$ cat src/include/bb_config.svh
`ifndef BB_CONFIG_SVH
`define BB_CONFIG_SVH

// timing, clk_6M based
`define BB_CYCLES_PER_US        6
`define BB_CYCLES_PER_HALF_SLOT 1875
`define BB_CLKN_W               28

// access code widths
`define BB_LAP_W                24
`define BB_SW_W                 64
`define BB_INFO_W               30
`define BB_PAR_W                34
`define BB_THR_W                6

// BCH(64,30) generator, bit index equals the power of D
`define BB_BCH_POLY             35'o260534236651

// scrambling sequence, bit 63 pairs with info bit 29
`define BB_PN                   64'h83848D96BBCC54FC

// appends chosen by lap bit 23
`define BB_BARKER_0             6'b001101
`define BB_BARKER_1             6'b110010

// register map
`define BB_REG_ADDR_W           2
`define BB_REG_CTRL             2'd0
`define BB_REG_LAP              2'd1
`define BB_REG_THRESH           2'd2
`define BB_REG_CALC             2'd3

`endif

$ cat src/source/bb_pkg.sv
`default_nettype none

`include "bb_config.svh"

package bb_pkg;

  typedef enum logic [`BB_REG_ADDR_W-1:0] {
    REG_CTRL   = `BB_REG_CTRL,
    REG_LAP    = `BB_REG_LAP,
    REG_THRESH = `BB_REG_THRESH,
    REG_CALC   = `BB_REG_CALC
  } reg_addr_e;

  // 31 bits
  typedef struct packed {
    logic                 corr_en;
    logic [`BB_LAP_W-1:0] lap;
    logic [`BB_THR_W-1:0] thresh;
  } bb_cfg_t;

  typedef logic [`BB_SW_W-1:0] syncword_t;

  typedef struct packed {
    logic p_1us;
    logic half_slot_p;
    logic slot_p;
  } bb_tick_t;

  typedef enum logic [1:0] {
    SW_IDLE,
    SW_SHIFT,
    SW_DONE
  } sw_state_e;

endpackage

`default_nettype wire

$ cat src/source/bb_cfg_regs.sv
`timescale 1ns/1ps
`default_nettype none

`include "bb_config.svh"

module bb_cfg_regs
(
  input  wire                     clk_6M,
  input  wire                     rstz,
  input  wire                     reg_we,
  input  wire bb_pkg::reg_addr_e  reg_addr,
  input  wire logic [31:0]        reg_wdata,
  output bb_pkg::bb_cfg_t         cfg,
  output logic                    calc_p
);

  import bb_pkg::*;

  always_ff @(posedge clk_6M or negedge rstz)
  begin
    if (!rstz)
    begin
      cfg <= '0;
    end
    else if (reg_we)
    begin
      case (reg_addr)
        REG_CTRL:
        begin
          cfg.corr_en <= reg_wdata[0];
        end
        REG_LAP:
        begin
          cfg.lap <= reg_wdata[`BB_LAP_W-1:0];
        end
        REG_THRESH:
        begin
          cfg.thresh <= reg_wdata[`BB_THR_W-1:0];
        end
        default:
        begin
          cfg <= cfg;
        end
      endcase
    end
  end

  // start strobe for the sync word generator, data ignored
  always_ff @(posedge clk_6M or negedge rstz)
  begin
    if (!rstz)
    begin
      calc_p <= 1'b0;
    end
    else
    begin
      calc_p <= reg_we && (reg_addr == REG_CALC);
    end
  end

endmodule

`default_nettype wire

$ cat src/source/bb_clkgen.sv
`timescale 1ns/1ps
`default_nettype none

`include "bb_config.svh"

module bb_clkgen
(
  input  wire                           clk_6M,
  input  wire                           rstz,
  output bb_pkg::bb_tick_t              tick,
  output logic [`BB_CLKN_W-1:0]         clkn
);

  localparam int US_W = $clog2(`BB_CYCLES_PER_US);
  localparam int HS_W = $clog2(`BB_CYCLES_PER_HALF_SLOT);
  localparam logic [US_W-1:0] US_LAST = US_W'(`BB_CYCLES_PER_US - 1);
  localparam logic [HS_W-1:0] HS_LAST = HS_W'(`BB_CYCLES_PER_HALF_SLOT - 1);

  logic [US_W-1:0] us_cnt;
  logic [HS_W-1:0] hs_cnt;
  logic            p_1us_q;
  logic            half_slot_q;
  logic            slot_q;

  // divide by 6 for the microsecond tick
  always_ff @(posedge clk_6M or negedge rstz)
  begin
    if (!rstz)
    begin
      us_cnt  <= '0;
      p_1us_q <= 1'b0;
    end
    else
    begin
      us_cnt  <= (us_cnt == US_LAST) ? '0 : us_cnt + 1'b1;
      p_1us_q <= (us_cnt == US_LAST);
    end
  end

  // 312.5 us half slot
  always_ff @(posedge clk_6M or negedge rstz)
  begin
    if (!rstz)
    begin
      hs_cnt      <= '0;
      half_slot_q <= 1'b0;
    end
    else
    begin
      hs_cnt      <= (hs_cnt == HS_LAST) ? '0 : hs_cnt + 1'b1;
      half_slot_q <= (hs_cnt == HS_LAST);
    end
  end

  // native clock, slot pulse lines up with bit 0 falling
  always_ff @(posedge clk_6M or negedge rstz)
  begin
    if (!rstz)
    begin
      clkn   <= '0;
      slot_q <= 1'b0;
    end
    else
    begin
      if (half_slot_q)
        clkn <= clkn + 1'b1;
      slot_q <= half_slot_q && clkn[0];
    end
  end

  assign tick.p_1us       = p_1us_q;
  assign tick.half_slot_p = half_slot_q;
  assign tick.slot_p      = slot_q;

endmodule

`default_nettype wire

$ cat src/source/bb_syncword_gen.sv
`timescale 1ns/1ps
`default_nettype none

`include "bb_config.svh"

module bb_syncword_gen
(
  input  wire                       clk_6M,
  input  wire                       rstz,
  input  wire                       calc_p,
  input  wire bb_pkg::bb_cfg_t      cfg,
  output bb_pkg::syncword_t         syncword,
  output logic                      sw_ready
);

  import bb_pkg::*;

  localparam int INFO_MSB = `BB_INFO_W - 1;
  localparam int CNT_W    = $clog2(`BB_INFO_W);
  localparam logic [`BB_PAR_W:0]   GEN_FULL = `BB_BCH_POLY;
  localparam logic [`BB_PAR_W-1:0] GEN_LOW  = GEN_FULL[`BB_PAR_W-1:0];
  localparam logic [`BB_SW_W-1:0]  PN       = `BB_PN;

  sw_state_e             state;
  logic [CNT_W-1:0]      bit_cnt;
  logic                  last_bit;
  logic [`BB_INFO_W-1:0] info_q;
  logic [`BB_INFO_W-1:0] info_nxt;
  logic [`BB_PAR_W-1:0]  rem_q;
  logic [`BB_PAR_W-1:0]  rem_nxt;
  logic                  fb;

  always_comb
  begin
    // barker append picked by the lap msb, then scrambled by upper PN
    info_nxt = {(cfg.lap[`BB_LAP_W-1] ? `BB_BARKER_1 : `BB_BARKER_0), cfg.lap}
               ^ PN[`BB_SW_W-1 -: `BB_INFO_W];
    // one division step, msb first
    fb      = info_q[INFO_MSB - int'(bit_cnt)] ^ rem_q[`BB_PAR_W-1];
    rem_nxt = {rem_q[`BB_PAR_W-2:0], 1'b0} ^ (fb ? GEN_LOW : '0);
  end

  assign last_bit = (bit_cnt == CNT_W'(INFO_MSB));

  always_ff @(posedge clk_6M or negedge rstz)
  begin
    if (!rstz)
    begin
      state    <= SW_IDLE;
      bit_cnt  <= '0;
      syncword <= '0;
      sw_ready <= 1'b0;
    end
    else
    begin
      sw_ready <= 1'b0;
      case (state)
        SW_IDLE:
        begin
          if (calc_p)
          begin
            state   <= SW_SHIFT;
            bit_cnt <= '0;
          end
        end
        SW_SHIFT:
        begin
          bit_cnt <= bit_cnt + 1'b1;
          if (last_bit)
          begin
            // result lands on the edge into SW_DONE
            syncword <= {info_q, rem_nxt} ^ PN;
            sw_ready <= 1'b1;
            state    <= SW_DONE;
          end
        end
        SW_DONE:
        begin
          state <= SW_IDLE;
        end
        default:
        begin
          state <= SW_IDLE;
        end
      endcase
    end
  end

  // info word and running remainder
  always_ff @(posedge clk_6M)
  begin
    if ((state == SW_IDLE) && calc_p)
    begin
      info_q <= info_nxt;
      rem_q  <= '0;
    end
    else if (state == SW_SHIFT)
    begin
      rem_q <= rem_nxt;
    end
  end

endmodule

`default_nettype wire

$ cat src/source/bb_rx_correlator.sv
`timescale 1ns/1ps
`default_nettype none

`include "bb_config.svh"

module bb_rx_correlator
(
  input  wire                         clk_6M,
  input  wire                         rstz,
  input  wire                         rxbit,
  input  wire bb_pkg::bb_tick_t       tick,
  input  wire bb_pkg::bb_cfg_t        cfg,
  input  wire bb_pkg::syncword_t      syncword,
  input  wire                         sw_ready,
  output logic                        sync_hit
);

  localparam int CNT_W = $clog2(`BB_SW_W + 1);

  logic [1:0]          rx_meta;
  logic [`BB_SW_W-1:0] sync_in;
  logic [`BB_SW_W-1:0] sync_in_nxt;
  logic                sw_valid;
  logic [CNT_W-1:0]    mism_cnt;
  logic                thr_ok;

  // two flop resync of the async rx line
  always_ff @(posedge clk_6M or negedge rstz)
  begin
    if (!rstz)
      rx_meta <= 2'b00;
    else
      rx_meta <= {rx_meta[0], rxbit};
  end

  // newest bit at the top, lsb first on air
  assign sync_in_nxt = {rx_meta[1], sync_in[`BB_SW_W-1:1]};

  always_ff @(posedge clk_6M or negedge rstz)
  begin
    if (!rstz)
      sync_in <= '0;
    else if (tick.p_1us)
      sync_in <= sync_in_nxt;
  end

  always_ff @(posedge clk_6M or negedge rstz)
  begin
    if (!rstz)
      sw_valid <= 1'b0;
    else if (sw_ready)
      sw_valid <= 1'b1;
  end

  // mismatch count against the word that is about to be sampled
  always_comb
  begin
    mism_cnt = '0;
    for (int i = 0; i < `BB_SW_W; i++)
    begin
      mism_cnt = mism_cnt + CNT_W'(sync_in_nxt[i] ^ syncword[i]);
    end
  end

  assign thr_ok = (mism_cnt <= CNT_W'(cfg.thresh));

  always_ff @(posedge clk_6M or negedge rstz)
  begin
    if (!rstz)
      sync_hit <= 1'b0;
    else
      sync_hit <= tick.p_1us && cfg.corr_en && sw_valid && thr_ok;
  end

endmodule

`default_nettype wire

$ cat src/source/bb_top.sv
`timescale 1ns/1ps
`default_nettype none

`include "bb_config.svh"

module bb_top
(
  input  wire                           clk_6M,
  input  wire                           rstz,
  input  wire                           reg_we,
  input  wire bb_pkg::reg_addr_e        reg_addr,
  input  wire logic [31:0]              reg_wdata,
  input  wire                           rxbit,
  output wire logic [`BB_CLKN_W-1:0]    clkn,
  output wire                           p_1us,
  output wire                           slot_p,
  output wire bb_pkg::syncword_t        syncword,
  output wire                           sw_ready,
  output wire                           sync_hit
);

  import bb_pkg::*;

  bb_cfg_t  cfg;
  bb_tick_t tick;
  logic     calc_p;

  bb_cfg_regs u_cfg_regs (
    .clk_6M    (clk_6M    ),
    .rstz      (rstz      ),
    .reg_we    (reg_we    ),
    .reg_addr  (reg_addr  ),
    .reg_wdata (reg_wdata ),
    .cfg       (cfg       ),
    .calc_p    (calc_p    )
  );

  bb_clkgen u_clkgen (
    .clk_6M    (clk_6M    ),
    .rstz      (rstz      ),
    .tick      (tick      ),
    .clkn      (clkn      )
  );

  bb_syncword_gen u_syncword_gen (
    .clk_6M    (clk_6M    ),
    .rstz      (rstz      ),
    .calc_p    (calc_p    ),
    .cfg       (cfg       ),
    .syncword  (syncword  ),
    .sw_ready  (sw_ready  )
  );

  bb_rx_correlator u_rx_correlator (
    .clk_6M    (clk_6M    ),
    .rstz      (rstz      ),
    .rxbit     (rxbit     ),
    .tick      (tick      ),
    .cfg       (cfg       ),
    .syncword  (syncword  ),
    .sw_ready  (sw_ready  ),
    .sync_hit  (sync_hit  )
  );

  assign p_1us  = tick.p_1us;
  assign slot_p = tick.slot_p;

endmodule

`default_nettype wire

$ cat config.mk
export PLATFORM = sky130hd
export DESIGN_NAME = bb_top
export DESIGN_NICKNAME = d
export VERILOG_FILES = /design/src/source/bb_pkg.sv /design/src/source/bb_cfg_regs.sv /design/src/source/bb_clkgen.sv /design/src/source/bb_syncword_gen.sv /design/src/source/bb_rx_correlator.sv /design/src/source/bb_top.sv
export VERILOG_INCLUDE_DIRS = /design/src /design/src/include
export SDC_FILE = /design/constraint.sdc
export NUM_CORES = 1
export LEC_CHECK = 0
export ABC_CLOCK_PERIOD_IN_PS = 8730
export BUFFER_PORTS_ARGS = -buffer_cell sky130_fd_sc_hd__buf_2
export CAP_MARGIN = 25
export CORE_ASPECT_RATIO = 1.25
export CORE_MARGIN = 2
export CORE_UTILIZATION = 40
export DETAILED_ROUTE_END_ITERATION = 10
export GPL_ROUTABILITY_DRIVEN = 0
export MAX_ROUTING_LAYER = met4
export REMOVE_ABC_BUFFERS = 1
export SETUP_SLACK_MARGIN = 0.4
export SYNTH_ARGS = -nofsm -noshare
export SYNTH_HDL_FRONTEND = slang
export SYNTH_SLANG_ARGS = --single-unit
$ cat constraint.sdc
create_clock -name clk_6M -period 8.73 [get_ports clk_6M]
set_clock_uncertainty 0.2 [all_clocks]
set_input_delay 1.3095 -clock clk_6M [delete_from_list [all_inputs] [get_ports clk_6M]]
set_output_delay 1.3095 -clock clk_6M [all_outputs]
set_load 0.1 [all_outputs]
==> impl_metrics.yaml <==
yosys:
  synth_cells: 1136
  ys_seq_elements: 271
  ys.flop_type: "dfrtp_1"
  avgSynthCellArea_um2: 11.8
  synth_edf_count: 25
  ys_seq_area_frac: 0.505
  synth_area_um2: 13300
  synth_cell_type_count: 55
  synthArstFlopShare: 0.782
  ys_warn_count: 0
clock_network:
  clock_path_buffers: 3
  root_buffer: "clkbuf_16"
  clkTransAtPathRegs_ns: 0.06
  worstSkewPairLatency_ns: 0.57
  cts_made_buffers: 29
  h-tree-depth: 1
  hold_buffers: 0
  cts_tree: "yes"
  cts_resized: 0
  cts_num_sinks: 271
  post_cts_buffers: 0
layout:
  diodes: 0
  final_area_um2: 15400
  drive_gt1_frac: 0.231
  nFillCells: 3077
  nets: 1367
  layout_commonest_cell: "dfrtp_1"
  area_delta_synth_final_pct: 15.2
  mostFrequentLayoutCells: "dfrtp_1 (211), nand2_1 (136), buf_2 (124)"
  fin_cells: 1688
outcome:
  violations: "DRC"
  outcome: "finished with violations"
critical_path:
  regToRegStartpoint: "u_syncword_gen.syncword[35]"
  startpoint: "u_syncword_gen.syncword[35]"
  critPathMaxFanout: 3
  startpoint_type: "flop"
  crit_path_end: "u_rx_correlator.sync_hit"
  r2r_cells: 24
  crit_arrival_ns: 7.60
  worstSetupPathType: "reg -> reg"
  r2r_end: "u_rx_correlator.sync_hit"
  critPathRequiredTime_ns: 8.99
  r2r_setup_slack_ns: 1.39
  crit_path_end_kind: "flop"
grt:
  grtUsageTotal: 0.182
  grt_antenna_before_repair: 0
  grt_pass1_vias: 8721
  overflow: 0
  grt_pass1_wl_um: 49000
  grt_start_max_net_pins: 97
timing:
  fin_crit_ns: 7.34
  rsz0062_at_grt: "false"
  slew_violations: 0
  fmax_ghz: 0.136
  finalHoldViolCount: 0
  fin_crit_sh: 0.841
  relSlewSlack: 0.322
  finalSetupViolCount: 0
  tightestPinTransition_ns: 1.02
  setup_ws_ns: 1.39
routing:
  drt-total-wl_um: 30200
  ant_nets: 0
  via_count: 8676
  drt_iter0_drc: 450
  dr.pass1.iters: 8
  viasPerCell: 5.14
  drc: 8
  wl_per_cell_um: 17.9
placed_design:
  dp_cells: 1632
  pre_cts_ws_ns: 1.38
  post-dp-hpwl_um: 20800
  io_buffers: 125
  placed_area_um2: 14400
min_path:
  holdPathStages: 0
  hp-class: "reg -> reg"
floorplan:
  fp.dieH_um: 208
  start_util: 0.407
  dieArea_um2: 34900
  num_io_pins: 134
  rows: 74
  fp.coreArea_um2: 32800
  die_w_um: 167
job:
  cap_violations: 0
[layer usage]
| metal | vias up | track usage | part of all wire |
|---|---|---|---|
| met4 | 0 | 0.0531 | 0.025 |
| met3 | 48 | 0.0301 | 0.052 |
| met5 | - | - | 0 |
| met2 | 194 | 0.295 | 0.49 |
| li1 | 4138 | - | - |
| met1 | 4296 | 0.235 | 0.43 |
[worst max-delay path, cell delays in order, from the launching register on]
cell and delay [ns]:
dfrtp_1 0.44, xnor2_1 0.26, fa_1 0.46, fa_1 0.50, fa_1 0.54, inv_1 0.06, fa_1 0.50, inv_1 0.05
fa_1 0.48, fa_1 0.53, fa_1 0.55, inv_1 0.05, fa_1 0.55, ha_1 0.18, inv_1 0.06, fa_1 0.39
inv_1 0.07, a21o_1 0.10, a21oi_1 0.09, xnor2_1 0.20, ha_1 0.28, a21o_1 0.18, a21oi_1 0.12, o21ai_0 0.10
a221oi_1 0.28
[stage by stage]
stage | hold slack [ns] | setup TNS [ns] | util
after floorplan | 0.131 | -0.0342 | -
after global placement | 0.135 | 0 | 0.438
after detailed placement | 0.138 | 0 | 0.438
after CTS | 0.154 | 0 | 0.468
after global routing | 0.162 | 0 | 0.469
final | 0.153 | 0 | 0.469
[state kept, by name (all words and copies together) (netlist names), 2 cells and up]
signal                   flops
u_rx_correlator.sync_in     63
u_syncword_gen.bit_cnt       5
u_rx_correlator.rx_meta      2
u_clkgen.us_cnt              3
u_syncword_gen.info_q       25
u_cfg_regs.cfg              31
u_syncword_gen.syncword     60
u_syncword_gen.rem_q        34
u_clkgen.hs_cnt             11
u_syncword_gen.state         2
u_clkgen.clkn               28
[cells by family (layout without fill, tap and decap cells)]
kind of cell               after synthesis  count (layout)  share of synthesized area
and+or+nand+nor                        294             294                      0.110
buffers and inverters                  136             270                     0.0416
xor gates and xnor gates               122             122                     0.0806
muxes                                  107             107                     0.0920
DFF                                    271             271                      0.505
AOI/OAI and AO/OA                      124             124                     0.0641
adders and majority gates               82              82                      0.107
[cell type report]
class | instances | area (µm²) | area share
inverter | 75 | 282 | 0.0183
timing repair buffer | 141 | 788 | 0.0513
sequential | 271 | 6740 | 0.438
clock inverter | 11 | 148 | 0.00960
multi-input combinational | 729 | 6070 | 0.395
clock buffer | 43 | 828 | 0.0539
tap | 418 | 523 | 0.0340
[cells in the mapped netlist (3+ instances only)]
master | instances | area (µm²)
fa_1 | 54 | 1080
buf_4 | 5 | 37.5
mux2_2 | 98 | 1100
nand2b_1 | 4 | 25.0
a22o_1 | 18 | 158
and3_1 | 13 | 81.3
o21bai_1 | 3 | 22.5
ha_1 | 28 | 350
xor2_1 | 21 | 184
nand3_1 | 30 | 150
nand3b_1 | 4 | 30.0
inv_1 | 74 | 278
buf_6 | 3 | 33.8
clkbuf_1 | 48 | 180
edfxtp_1 | 25 | 751
or4_1 | 9 | 67.6
nand2_1 | 137 | 514
a21o_1 | 5 | 37.5
mux2i_1 | 5 | 50.1
buf_2 | 3 | 15.0
o31ai_1 | 26 | 195
dfrtp_1 | 212 | 5310
a31oi_1 | 17 | 106
xnor2_1 | 100 | 876
o21ai_0 | 33 | 165
o32ai_1 | 8 | 70.1
nor3_1 | 20 | 100
and4_1 | 19 | 166
a21oi_1 | 8 | 40.0
dfxtp_1 | 34 | 681
nor2_1 | 20 | 75.1
nand4_1 | 24 | 150
nor4_1 | 3 | 18.8
[worst min path at each step]
| stage | slack, ns | endpoint | start |
|---|---|---|---|
| 2_1_floorplan | 0.13 | u_rx_correlator.rx_meta[1] | u_rx_correlator.rx_meta[0] |
| 3_3_place_gp | 0.14 | u_rx_correlator.rx_meta[1] | u_rx_correlator.rx_meta[0] |
| 3_5_place_dp | 0.14 | u_rx_correlator.rx_meta[1] | u_rx_correlator.rx_meta[0] |
| 4_1_cts | 0.15 | u_rx_correlator.rx_meta[1] | u_rx_correlator.rx_meta[0] |
| 5_1_grt | 0.16 | u_rx_correlator.rx_meta[1] | u_rx_correlator.rx_meta[0] |
| 6_report | 0.15 | u_rx_correlator.rx_meta[1] | u_rx_correlator.rx_meta[0] |
Power is not shown: default switching activity piles up to over one toggle a cycle in this logic, so the estimate is an artifact.
